### src/hdl/pr_stream_pkg.sv
// Shared stream types and sizes; modules pull them in with a wildcard import in their header
package pr_stream_pkg;

	// --------------------
	// Sizing
	// --------------------

	localparam int DATA_W     = 16;	// Stream word width
	localparam int LEN_W      = 5;	// Packet length, 1 to 16 words
	localparam int SUM_W      = 24;	// Result sum, wraps at 2^24
	localparam int FIFO_DEPTH = 8;	// Default buffer entries

	// --------------------
	// Payload structs
	// --------------------

	// One beat on any stream link
	typedef struct packed {
		logic [DATA_W-1:0] data;
		logic              last;	// Final word of a packet
	} stream_beat_t;

	// Packet request from the command port
	typedef struct packed {
		logic [DATA_W-1:0] seed;	// Value of the first word
		logic [LEN_W-1:0]  len;	// Word count
	} pkt_cmd_t;

	// Per-packet summary on the result port
	typedef struct packed {
		logic [LEN_W-1:0] len;
		logic [SUM_W-1:0] sum;
	} pkt_result_t;

	// --------------------
	// FSM states
	// --------------------

	typedef enum logic {
		SRC_IDLE,	// Waiting for a command
		SRC_SEND	// Emitting packet words
	} src_state_t;

endpackage

### src/hdl/pkt_source.sv
// Packet generator; turns each accepted (seed, len) command into len incrementing stream words
`timescale 1ns/1ps

module pkt_source
	import pr_stream_pkg::*;
(
	input  logic         clk,
	input  logic         rst_n,

	input  logic         cmd_valid,
	input  pkt_cmd_t     cmd,
	output logic         cmd_ready,

	output logic         out_valid,
	output stream_beat_t out_beat,
	input  logic         out_ready
);

	src_state_t        state;
	logic [DATA_W-1:0] word;	// Current word value
	logic [LEN_W-1:0]  remain;	// Words left including the current one
	logic              beat_done;

	assign beat_done = out_valid & out_ready;

	// --------------------
	// Control
	// --------------------

	always_ff @(posedge clk) begin
		if (!rst_n) begin
			state  <= SRC_IDLE;
			remain <= '0;
		end else begin
			case (state)
				SRC_IDLE: begin
					if (cmd_valid) begin
						state  <= SRC_SEND;
						remain <= cmd.len;
					end
				end
				SRC_SEND: begin
					if (beat_done) begin
						remain <= remain - 1'b1;
						if (out_beat.last)
							state <= SRC_IDLE;	// Packet finished
					end
				end
				default: state <= SRC_IDLE;
			endcase
		end
	end

	// Word value, seed first then +1 per transfer
	always_ff @(posedge clk) begin
		if (state == SRC_IDLE && cmd_valid)
			word <= cmd.seed;
		else if (beat_done)
			word <= word + 1'b1;	// Wraps at 2^16
	end

	assign cmd_ready     = (state == SRC_IDLE);
	assign out_valid     = (state == SRC_SEND);
	assign out_beat.data = word;
	assign out_beat.last = (remain == LEN_W'(1));

	// A stalled beat must not change before it is taken
	a_hold_stable: assert property (@(posedge clk) disable iff (!rst_n)
		out_valid && !out_ready |=> out_valid && $stable(out_beat));

endmodule

### src/hdl/pkt_summer.sv
// Packet reducer; sums the words of each packet and offers one (len, sum) result per packet
`timescale 1ns/1ps

module pkt_summer
	import pr_stream_pkg::*;
(
	input  logic         clk,
	input  logic         rst_n,

	input  logic         in_valid,
	input  stream_beat_t in_beat,
	output logic         in_ready,

	output logic         res_valid,
	output pkt_result_t  res,
	input  logic         res_ready
);

	logic [SUM_W-1:0] sum_acc;	// Running sum of current packet
	logic [LEN_W-1:0] cnt_acc;	// Words seen so far
	logic [SUM_W-1:0] sum_next;
	logic [LEN_W-1:0] cnt_next;
	logic             in_xfer;

	assign in_xfer  = in_valid & in_ready;
	assign sum_next = sum_acc + SUM_W'(in_beat.data);
	assign cnt_next = cnt_acc + 1'b1;

	// --------------------
	// Accumulate
	// --------------------

	always_ff @(posedge clk) begin
		if (!rst_n) begin
			sum_acc   <= '0;
			cnt_acc   <= '0;
			res_valid <= 1'b0;
		end else begin
			if (in_xfer) begin
				if (in_beat.last) begin
					sum_acc   <= '0;	// Start fresh for the next packet
					cnt_acc   <= '0;
					res_valid <= 1'b1;
				end else begin
					sum_acc <= sum_next;
					cnt_acc <= cnt_next;
				end
			end else if (res_valid && res_ready) begin
				res_valid <= 1'b0;
			end
		end
	end

	// Result capture on the closing word
	always_ff @(posedge clk) begin
		if (in_xfer && in_beat.last) begin
			res.len <= cnt_next;
			res.sum <= sum_next;
		end
	end

	assign in_ready = ~res_valid;	// One result in flight

endmodule

### src/hdl/pr_shutdown_gate.sv
// Stream isolation gate for a reconfigurable region; closes between packets on shutdown_req
`timescale 1ns/1ps

module pr_shutdown_gate
	import pr_stream_pkg::*;
(
	input  logic         clk,
	input  logic         rst_n,

	input  logic         shutdown_req,
	output logic         shutdown_ack,

	input  logic         in_valid,
	input  stream_beat_t in_beat,
	output logic         in_ready,

	output logic         out_valid,
	output stream_beat_t out_beat,
	input  logic         out_ready
);

	logic shutdown;	// Gate closed
	logic in_progress;	// Packet started upstream but not finished
	logic in_xfer;

	assign in_xfer = in_valid & in_ready;

	always_ff @(posedge clk) begin
		if (!rst_n) begin
			shutdown     <= 1'b0;
			shutdown_ack <= 1'b0;
			in_progress  <= 1'b0;
		end else begin
			shutdown_ack <= shutdown & shutdown_req;	// Never acknowledge a dropped request

			if (in_xfer)
				in_progress <= ~in_beat.last;

			// Close at a boundary, reopen once the request is gone
			if (shutdown_req)
				shutdown <= shutdown | (~in_progress & ~in_xfer) | (in_xfer & in_beat.last);
			else
				shutdown <= 1'b0;
		end
	end

	// --------------------
	// Data path
	// --------------------

	always_comb begin
		if (!shutdown) begin
			out_beat  = in_beat;
			out_valid = in_valid;
			in_ready  = out_ready;
		end else begin
			out_beat  = '0;	// Isolated, drive idle both ways
			out_valid = 1'b0;
			in_ready  = 1'b0;
		end
	end

	// Acknowledge promises a quiet downstream side
	a_idle_when_acked: assert property (@(posedge clk) disable iff (!rst_n)
		shutdown_ack |-> !out_valid);

endmodule

### src/hdl/pr_stream_top.sv
// Subsystem top; command port in, packet source through isolation gate and FIFO to summer
`timescale 1ns/1ps

module pr_stream_top
	import pr_stream_pkg::*;
(
	input  logic        clk,
	input  logic        rst_n,

	input  logic        cmd_valid,
	input  pkt_cmd_t    cmd,
	output logic        cmd_ready,

	input  logic        shutdown_req,
	output logic        shutdown_ack,

	output logic        res_valid,
	output pkt_result_t res,
	input  logic        res_ready
);

	// --------------------
	// Inter-stage links
	// --------------------

	logic         src_valid;	// Source to gate
	stream_beat_t src_beat;
	logic         src_ready;
	logic         gate_valid;	// Gate to FIFO
	stream_beat_t gate_beat;
	logic         gate_ready;
	logic         buf_valid;	// FIFO to summer
	stream_beat_t buf_beat;
	logic         buf_ready;

	pkt_source u_pkt_source (
		.clk       (clk),
		.rst_n     (rst_n),
		.cmd_valid (cmd_valid),
		.cmd       (cmd),
		.cmd_ready (cmd_ready),
		.out_valid (src_valid),
		.out_beat  (src_beat),
		.out_ready (src_ready)
	);

	pr_shutdown_gate u_pr_shutdown_gate (
		.clk          (clk),
		.rst_n        (rst_n),
		.shutdown_req (shutdown_req),
		.shutdown_ack (shutdown_ack),
		.in_valid     (src_valid),
		.in_beat      (src_beat),
		.in_ready     (src_ready),
		.out_valid    (gate_valid),
		.out_beat     (gate_beat),
		.out_ready    (gate_ready)
	);

	stream_fifo #(
		.DEPTH (FIFO_DEPTH)
	) u_stream_fifo (
		.clk       (clk),
		.rst_n     (rst_n),
		.in_valid  (gate_valid),
		.in_beat   (gate_beat),
		.in_ready  (gate_ready),
		.out_valid (buf_valid),
		.out_beat  (buf_beat),
		.out_ready (buf_ready)
	);

	pkt_summer u_pkt_summer (
		.clk       (clk),
		.rst_n     (rst_n),
		.in_valid  (buf_valid),
		.in_beat   (buf_beat),
		.in_ready  (buf_ready),
		.res_valid (res_valid),
		.res       (res),
		.res_ready (res_ready)
	);

endmodule

### src/hdl/stream_fifo.sv
// Synchronous beat FIFO with valid/ready on both sides; DEPTH may be any value from 1 up
`timescale 1ns/1ps

module stream_fifo
	import pr_stream_pkg::*;
#(
	parameter int DEPTH = FIFO_DEPTH
)
(
	input  logic         clk,
	input  logic         rst_n,

	input  logic         in_valid,
	input  stream_beat_t in_beat,
	output logic         in_ready,

	output logic         out_valid,
	output stream_beat_t out_beat,
	input  logic         out_ready
);

	localparam int PTR_W = (DEPTH > 1) ? $clog2(DEPTH) : 1;
	localparam int CNT_W = $clog2(DEPTH + 1);

	stream_beat_t     mem [DEPTH];
	logic [PTR_W-1:0] wr_ptr;
	logic [PTR_W-1:0] rd_ptr;
	logic [CNT_W-1:0] count;	// Occupancy
	logic             wr_en;
	logic             rd_en;

	assign wr_en = in_valid & in_ready;
	assign rd_en = out_valid & out_ready;

	// --------------------
	// Pointers and count
	// --------------------

	always_ff @(posedge clk) begin
		if (!rst_n) begin
			wr_ptr <= '0;
			rd_ptr <= '0;
			count  <= '0;
		end else begin
			if (wr_en)
				wr_ptr <= (wr_ptr == PTR_W'(DEPTH - 1)) ? '0 : wr_ptr + 1'b1;
			if (rd_en)
				rd_ptr <= (rd_ptr == PTR_W'(DEPTH - 1)) ? '0 : rd_ptr + 1'b1;
			if (wr_en && !rd_en)
				count <= count + 1'b1;
			else if (rd_en && !wr_en)
				count <= count - 1'b1;
		end
	end

	always_ff @(posedge clk) begin
		if (wr_en)
			mem[wr_ptr] <= in_beat;
	end

	assign in_ready  = (count != CNT_W'(DEPTH));
	assign out_valid = (count != '0);
	assign out_beat  = mem[rd_ptr];

	// A write never lands on an unread entry
	a_no_overflow: assert property (@(posedge clk) disable iff (!rst_n)
		wr_en && count != '0 |-> wr_ptr != rd_ptr);
	// A read never catches up with the write pointer
	a_no_underflow: assert property (@(posedge clk) disable iff (!rst_n)
		rd_en && count != CNT_W'(DEPTH) |-> rd_ptr != wr_ptr);

endmodule

### config.mk
export PLATFORM = sky130hd
export DESIGN_NAME = pr_stream_top
export DESIGN_NICKNAME = d
export VERILOG_FILES = /design/src/hdl/pr_stream_pkg.sv /design/src/hdl/pkt_source.sv /design/src/hdl/pkt_summer.sv /design/src/hdl/pr_shutdown_gate.sv /design/src/hdl/pr_stream_top.sv /design/src/hdl/stream_fifo.sv
export SDC_FILE = /design/constraint.sdc
export NUM_CORES = 1
export LEC_CHECK = 0
export BUFFER_PORTS_ARGS = -buffer_cell sky130_fd_sc_hd__buf_2
export CELL_PAD_IN_SITES_DETAIL_PLACEMENT = 1
export CELL_PAD_IN_SITES_GLOBAL_PLACEMENT = 2
export CORE_MARGIN = 8
export CORE_UTILIZATION = 35
export CTS_CLUSTER_SIZE = 16
export DETAILED_ROUTE_END_ITERATION = 7
export PLACE_DENSITY = 0.68
export SYNTH_ARGS = -nofsm -noshare
export SYNTH_HDL_FRONTEND = slang
export SYNTH_SLANG_ARGS = --single-unit
### constraint.sdc
create_clock -name clk -period 4.6 [get_ports clk]
set_input_delay 0.46 -clock clk [delete_from_list [all_inputs] [get_ports clk]]
set_output_delay 0.46 -clock clk [all_outputs]
set_load 0.05 [all_outputs]
==> reports/summary.txt <==
Result of the run = finished, final reports clean
Portion of synthesized cell area occupied by the leading cell type = 0.5343
Number of antenna violations at the first check in global routing = 0
Cell area after layout = 11960 sq um
Non-filler instance count after layout = 1202
Die Outline Area = 34780 sq um
Area share of and/or/nand/nor cells after synthesis = 0.09285
CP Class = flop to flop
Xor and xnor area share after synthesis = 0.03444
Max Clock Freq = 250.8 MHz
Min-delay src = shutdown_req
Commonest non-fill, non-tap cells in the layout = edfxtp_1 (181), nand2_1 (60), buf_2 (57), dfxtp_1 (51), nor2_1 (43)
Width of the chip = 186.5 microns
Most common library cell in the layout ignoring fill and taps = edfxtp_1
Crit path launch type = flop
Combinational family with the most area after synthesis = multiplexers
Number of levels in the clock H-tree = 1
Worst Hold Slack = 0.1795 ns
Wire length per cell after detailed routing = 19.46 microns
Vertical die dimension = 186.5 microns
Setup_tns = 0 ns
Largest driver fanout on the critical path = 26
Cells taking the most area after synthesis = edfxtp_1 (53%), dfxtp_1 (10%), mux4_2 (7.5%)
Drt first-iter violations = 427
Longest Clk Path Bufs = 3
Max-capacitance violation count = 0
Areal power density over the cells = 676.0 nW/um^2
Fraction of the mapped netlist area in compound gates = 0.08068
Setup Buffers After CTS = 0
WP data required = 4.87 ns
Data arrival time of the critical path = 4.26 ns
Number of global-route vias before repair = 6747
Final count of hold timing violations = 0
Number of placed instances with taps included = 1154
Global route overflow = 0
Clock tree from TritonCTS = built
Number of nets in the synthesized netlist = 782
Clock slew at reported path FFs = 0.06 ns
Detailed placer's ending HPWL = 16.20 mm
Tmin final = 3.988 ns
Slew at the pin closest to its max-slew limit = 0.9017 ns
Fin nets = 853
Worst-Skew Late Latency = 0.53 ns
Row cnt = 62
Synthesized netlist cell count = 727
CTS buffer count = 26
Core footprint = 28700 sq um
Cell taking the most area after synthesis = edfxtp_1
Cell depth of the worst hold path = 2
Multiplexer share of the synthesized area = 0.1002
Count of nets left with antenna violations after detail routing = 0
Number of pins with negative max-slew slack in the final report = 0
Mapped cell area = 10170 sq um
Total power = 8.081 mW
Wire length of the first global-routing pass = 37.24 mm
Ys flop type = edfxtp_1
Class of the worst hold path = input pin to flop
Leak Pwr = 4.209 nW
Share of async-settable or async-resettable flops after synthesis = 0
Area added between synthesis and finish = 17.51%
Synth warn = 0
Number of hold buffers added after CTS = 0
Pre-Repair DR Iteration Count = 4
Number of endpoints failing setup at the final stage = 0
Register-to-Register Path Depth = 10
Post-placement cell area = 11030 sq um
Final Cycle Share = 0.8669
I/O pin count = 58
CP endpoint kind = flop
Number of synthesized register bits = 233
Final wirelength = 23.39 mm
VDD IR max = 0.2693 mV
Post-DR vias/cell = 5.175
Sequential element share of the synthesized area = 0.6366
Quantity of gates resized following cts = 0
Number of DRC violations after detailed routing = 0
Largest net degree at the start of global routing = 33
Synth unique cells = 59
Number of synthesized flops with an enable pin = 181
Initial core utilization = 0.3544
Diode insertion count for antenna repair = 0
Count of vias placed by the detailed router = 6220
Layout cell share with drive strength beyond 1 = 0.2347
Total global routing track utilization = 0.1317
Post-synthesis area per instance = 13.99 sq um
Master cell of the clock root buffer = clkbuf_16
Setup Skew = 0.009416 ns
RSZ-0062 raised after global routing = no
Area share of fa/ha/maj cells after synthesis = 0.03714
Sink count of the clock tree = 233
Headroom to the max-slew limit = 0.3982
Routability-driven placement congestion ratio = 0.7957
Count of input and output buffers = 57
[power by group]
group / internal (mW) / switching (mW) / leakage, nW / total (mW)
registers: 2.76 / 0.188 / 2.10 / 2.95
clock network: 1.36 / 0.847 / 0.458 / 2.20
logic: 1.01 / 1.92 / 1.65 / 2.93
total: 5.13 / 2.96 / 4.21 / 8.08
[stage by stage]
stage | util | setup WS [ns]
3_3_place_gp | 0.3842 | 0.7183
5_1_grt | 0.4165 | 0.2358
2_1_floorplan | - | 0.7714
4_1_cts | 0.4165 | 0.5902
6_report | 0.4165 | 0.6123
3_5_place_dp | 0.3842 | 0.5985
[cell usage after synthesis (all sizes together), types with 2 or more instances]
| library cell | instances |
|---|---|
| edfxtp | 181 |
| nand2 | 61 |
| dfxtp | 52 |
| nor2 | 46 |
| mux4 | 34 |
| a21oi | 32 |
| nand3 | 29 |
| o21ai | 29 |
| ha | 27 |
| xnor2 | 24 |
| clkbuf | 23 |
| nor2b | 18 |
| mux2 | 17 |
| xor2 | 16 |
| nor3 | 15 |
| inv | 12 |
| buf | 9 |
| a21o | 8 |
| and3 | 8 |
| a211oi | 7 |
| a22o | 6 |
| a22oi | 6 |
| nor3b | 6 |
| mux2i | 5 |
| o211ai | 5 |
| a31oi | 4 |
| nand4 | 4 |
| and2 | 3 |
| o21bai | 3 |
| o22ai | 3 |
| o31ai | 3 |
| or3 | 3 |
| a221oi | 2 |
| a311o | 2 |
| fa | 2 |
| nand2b | 2 |
| o21ba | 2 |
| o221ai | 2 |
| o31a | 2 |
| or4 | 2 |
[sequential cells by signal, summed over array words and instances, names as in the netlist, named ones only]
signal	cells
u_stream_fifo.mem	136
u_stream_fifo.wr_ptr	3
u_pr_shutdown_gate.in_progress	1
u_pr_shutdown_gate.shutdown	1
u_pkt_source.remain	5
u_pkt_summer.cnt_acc	5
u_stream_fifo.count	4
u_pkt_summer.res	29
u_pkt_source.out_valid	1
u_stream_fifo.rd_ptr	3
u_pr_shutdown_gate.shutdown_ack	1
u_pkt_source.word	16
u_pkt_summer.res_valid	1
u_pkt_summer.sum_acc	24
[worst max-delay path, cell delays in order (launching register included)]
cell and delay (ns):
dfxtp_1 0.47, buf_4 0.42, mux4_2 0.36, mux2_2 0.29, ha_1 0.43, nand3_1 0.23, nor3_1 0.26, o31ai_1 0.17
a21oi_1 0.71, nand2_1 0.21, xnor2_1 0.17
[final cells by class]
class / instances / area, sq um
clock buffer: 27 / 675.6
clock inverter: 21 / 252.7
fill: 2983 / 16750
inverter: 12 / 45.04
multi-input combinational: 450 / 3591
sequential: 233 / 6477
tap: 384 / 480.5
timing repair buffer: 75 / 432.9
[kinds of logic (layout without fill, tap and decap cells)]
group | Yosys count | in the layout
AO/OA/AOI/OAI | 125 | 125
AND/OR/NAND/NOR | 200 | 200
buffers and inverters | 44 | 135
flip-flops | 233 | 233
multiplexers | 56 | 56
adder cells (fa/ha/maj) | 29 | 29
XOR/XNOR | 40 | 40
[layer usage]
metal,part of all wire,wire [microns],GRT usage
met1,0.47,10910,0.1714
met3,0.040,946,0.02610
met4,0.014,318,0.03390
met5,0,0,0
met2,0.48,11210,0.2219
[final timing paths]
kind | end | slack, ns
worst min-delay path | u_pr_shutdown_gate.shutdown | 0.18
worst max register to register | u_pkt_summer.res[17] | 0.61
worst max-delay path | u_pkt_summer.res[17] | 0.61
worst min register to register | u_pkt_summer.sum_acc[4] | 0.47
(Power assumes the default switching activity.)
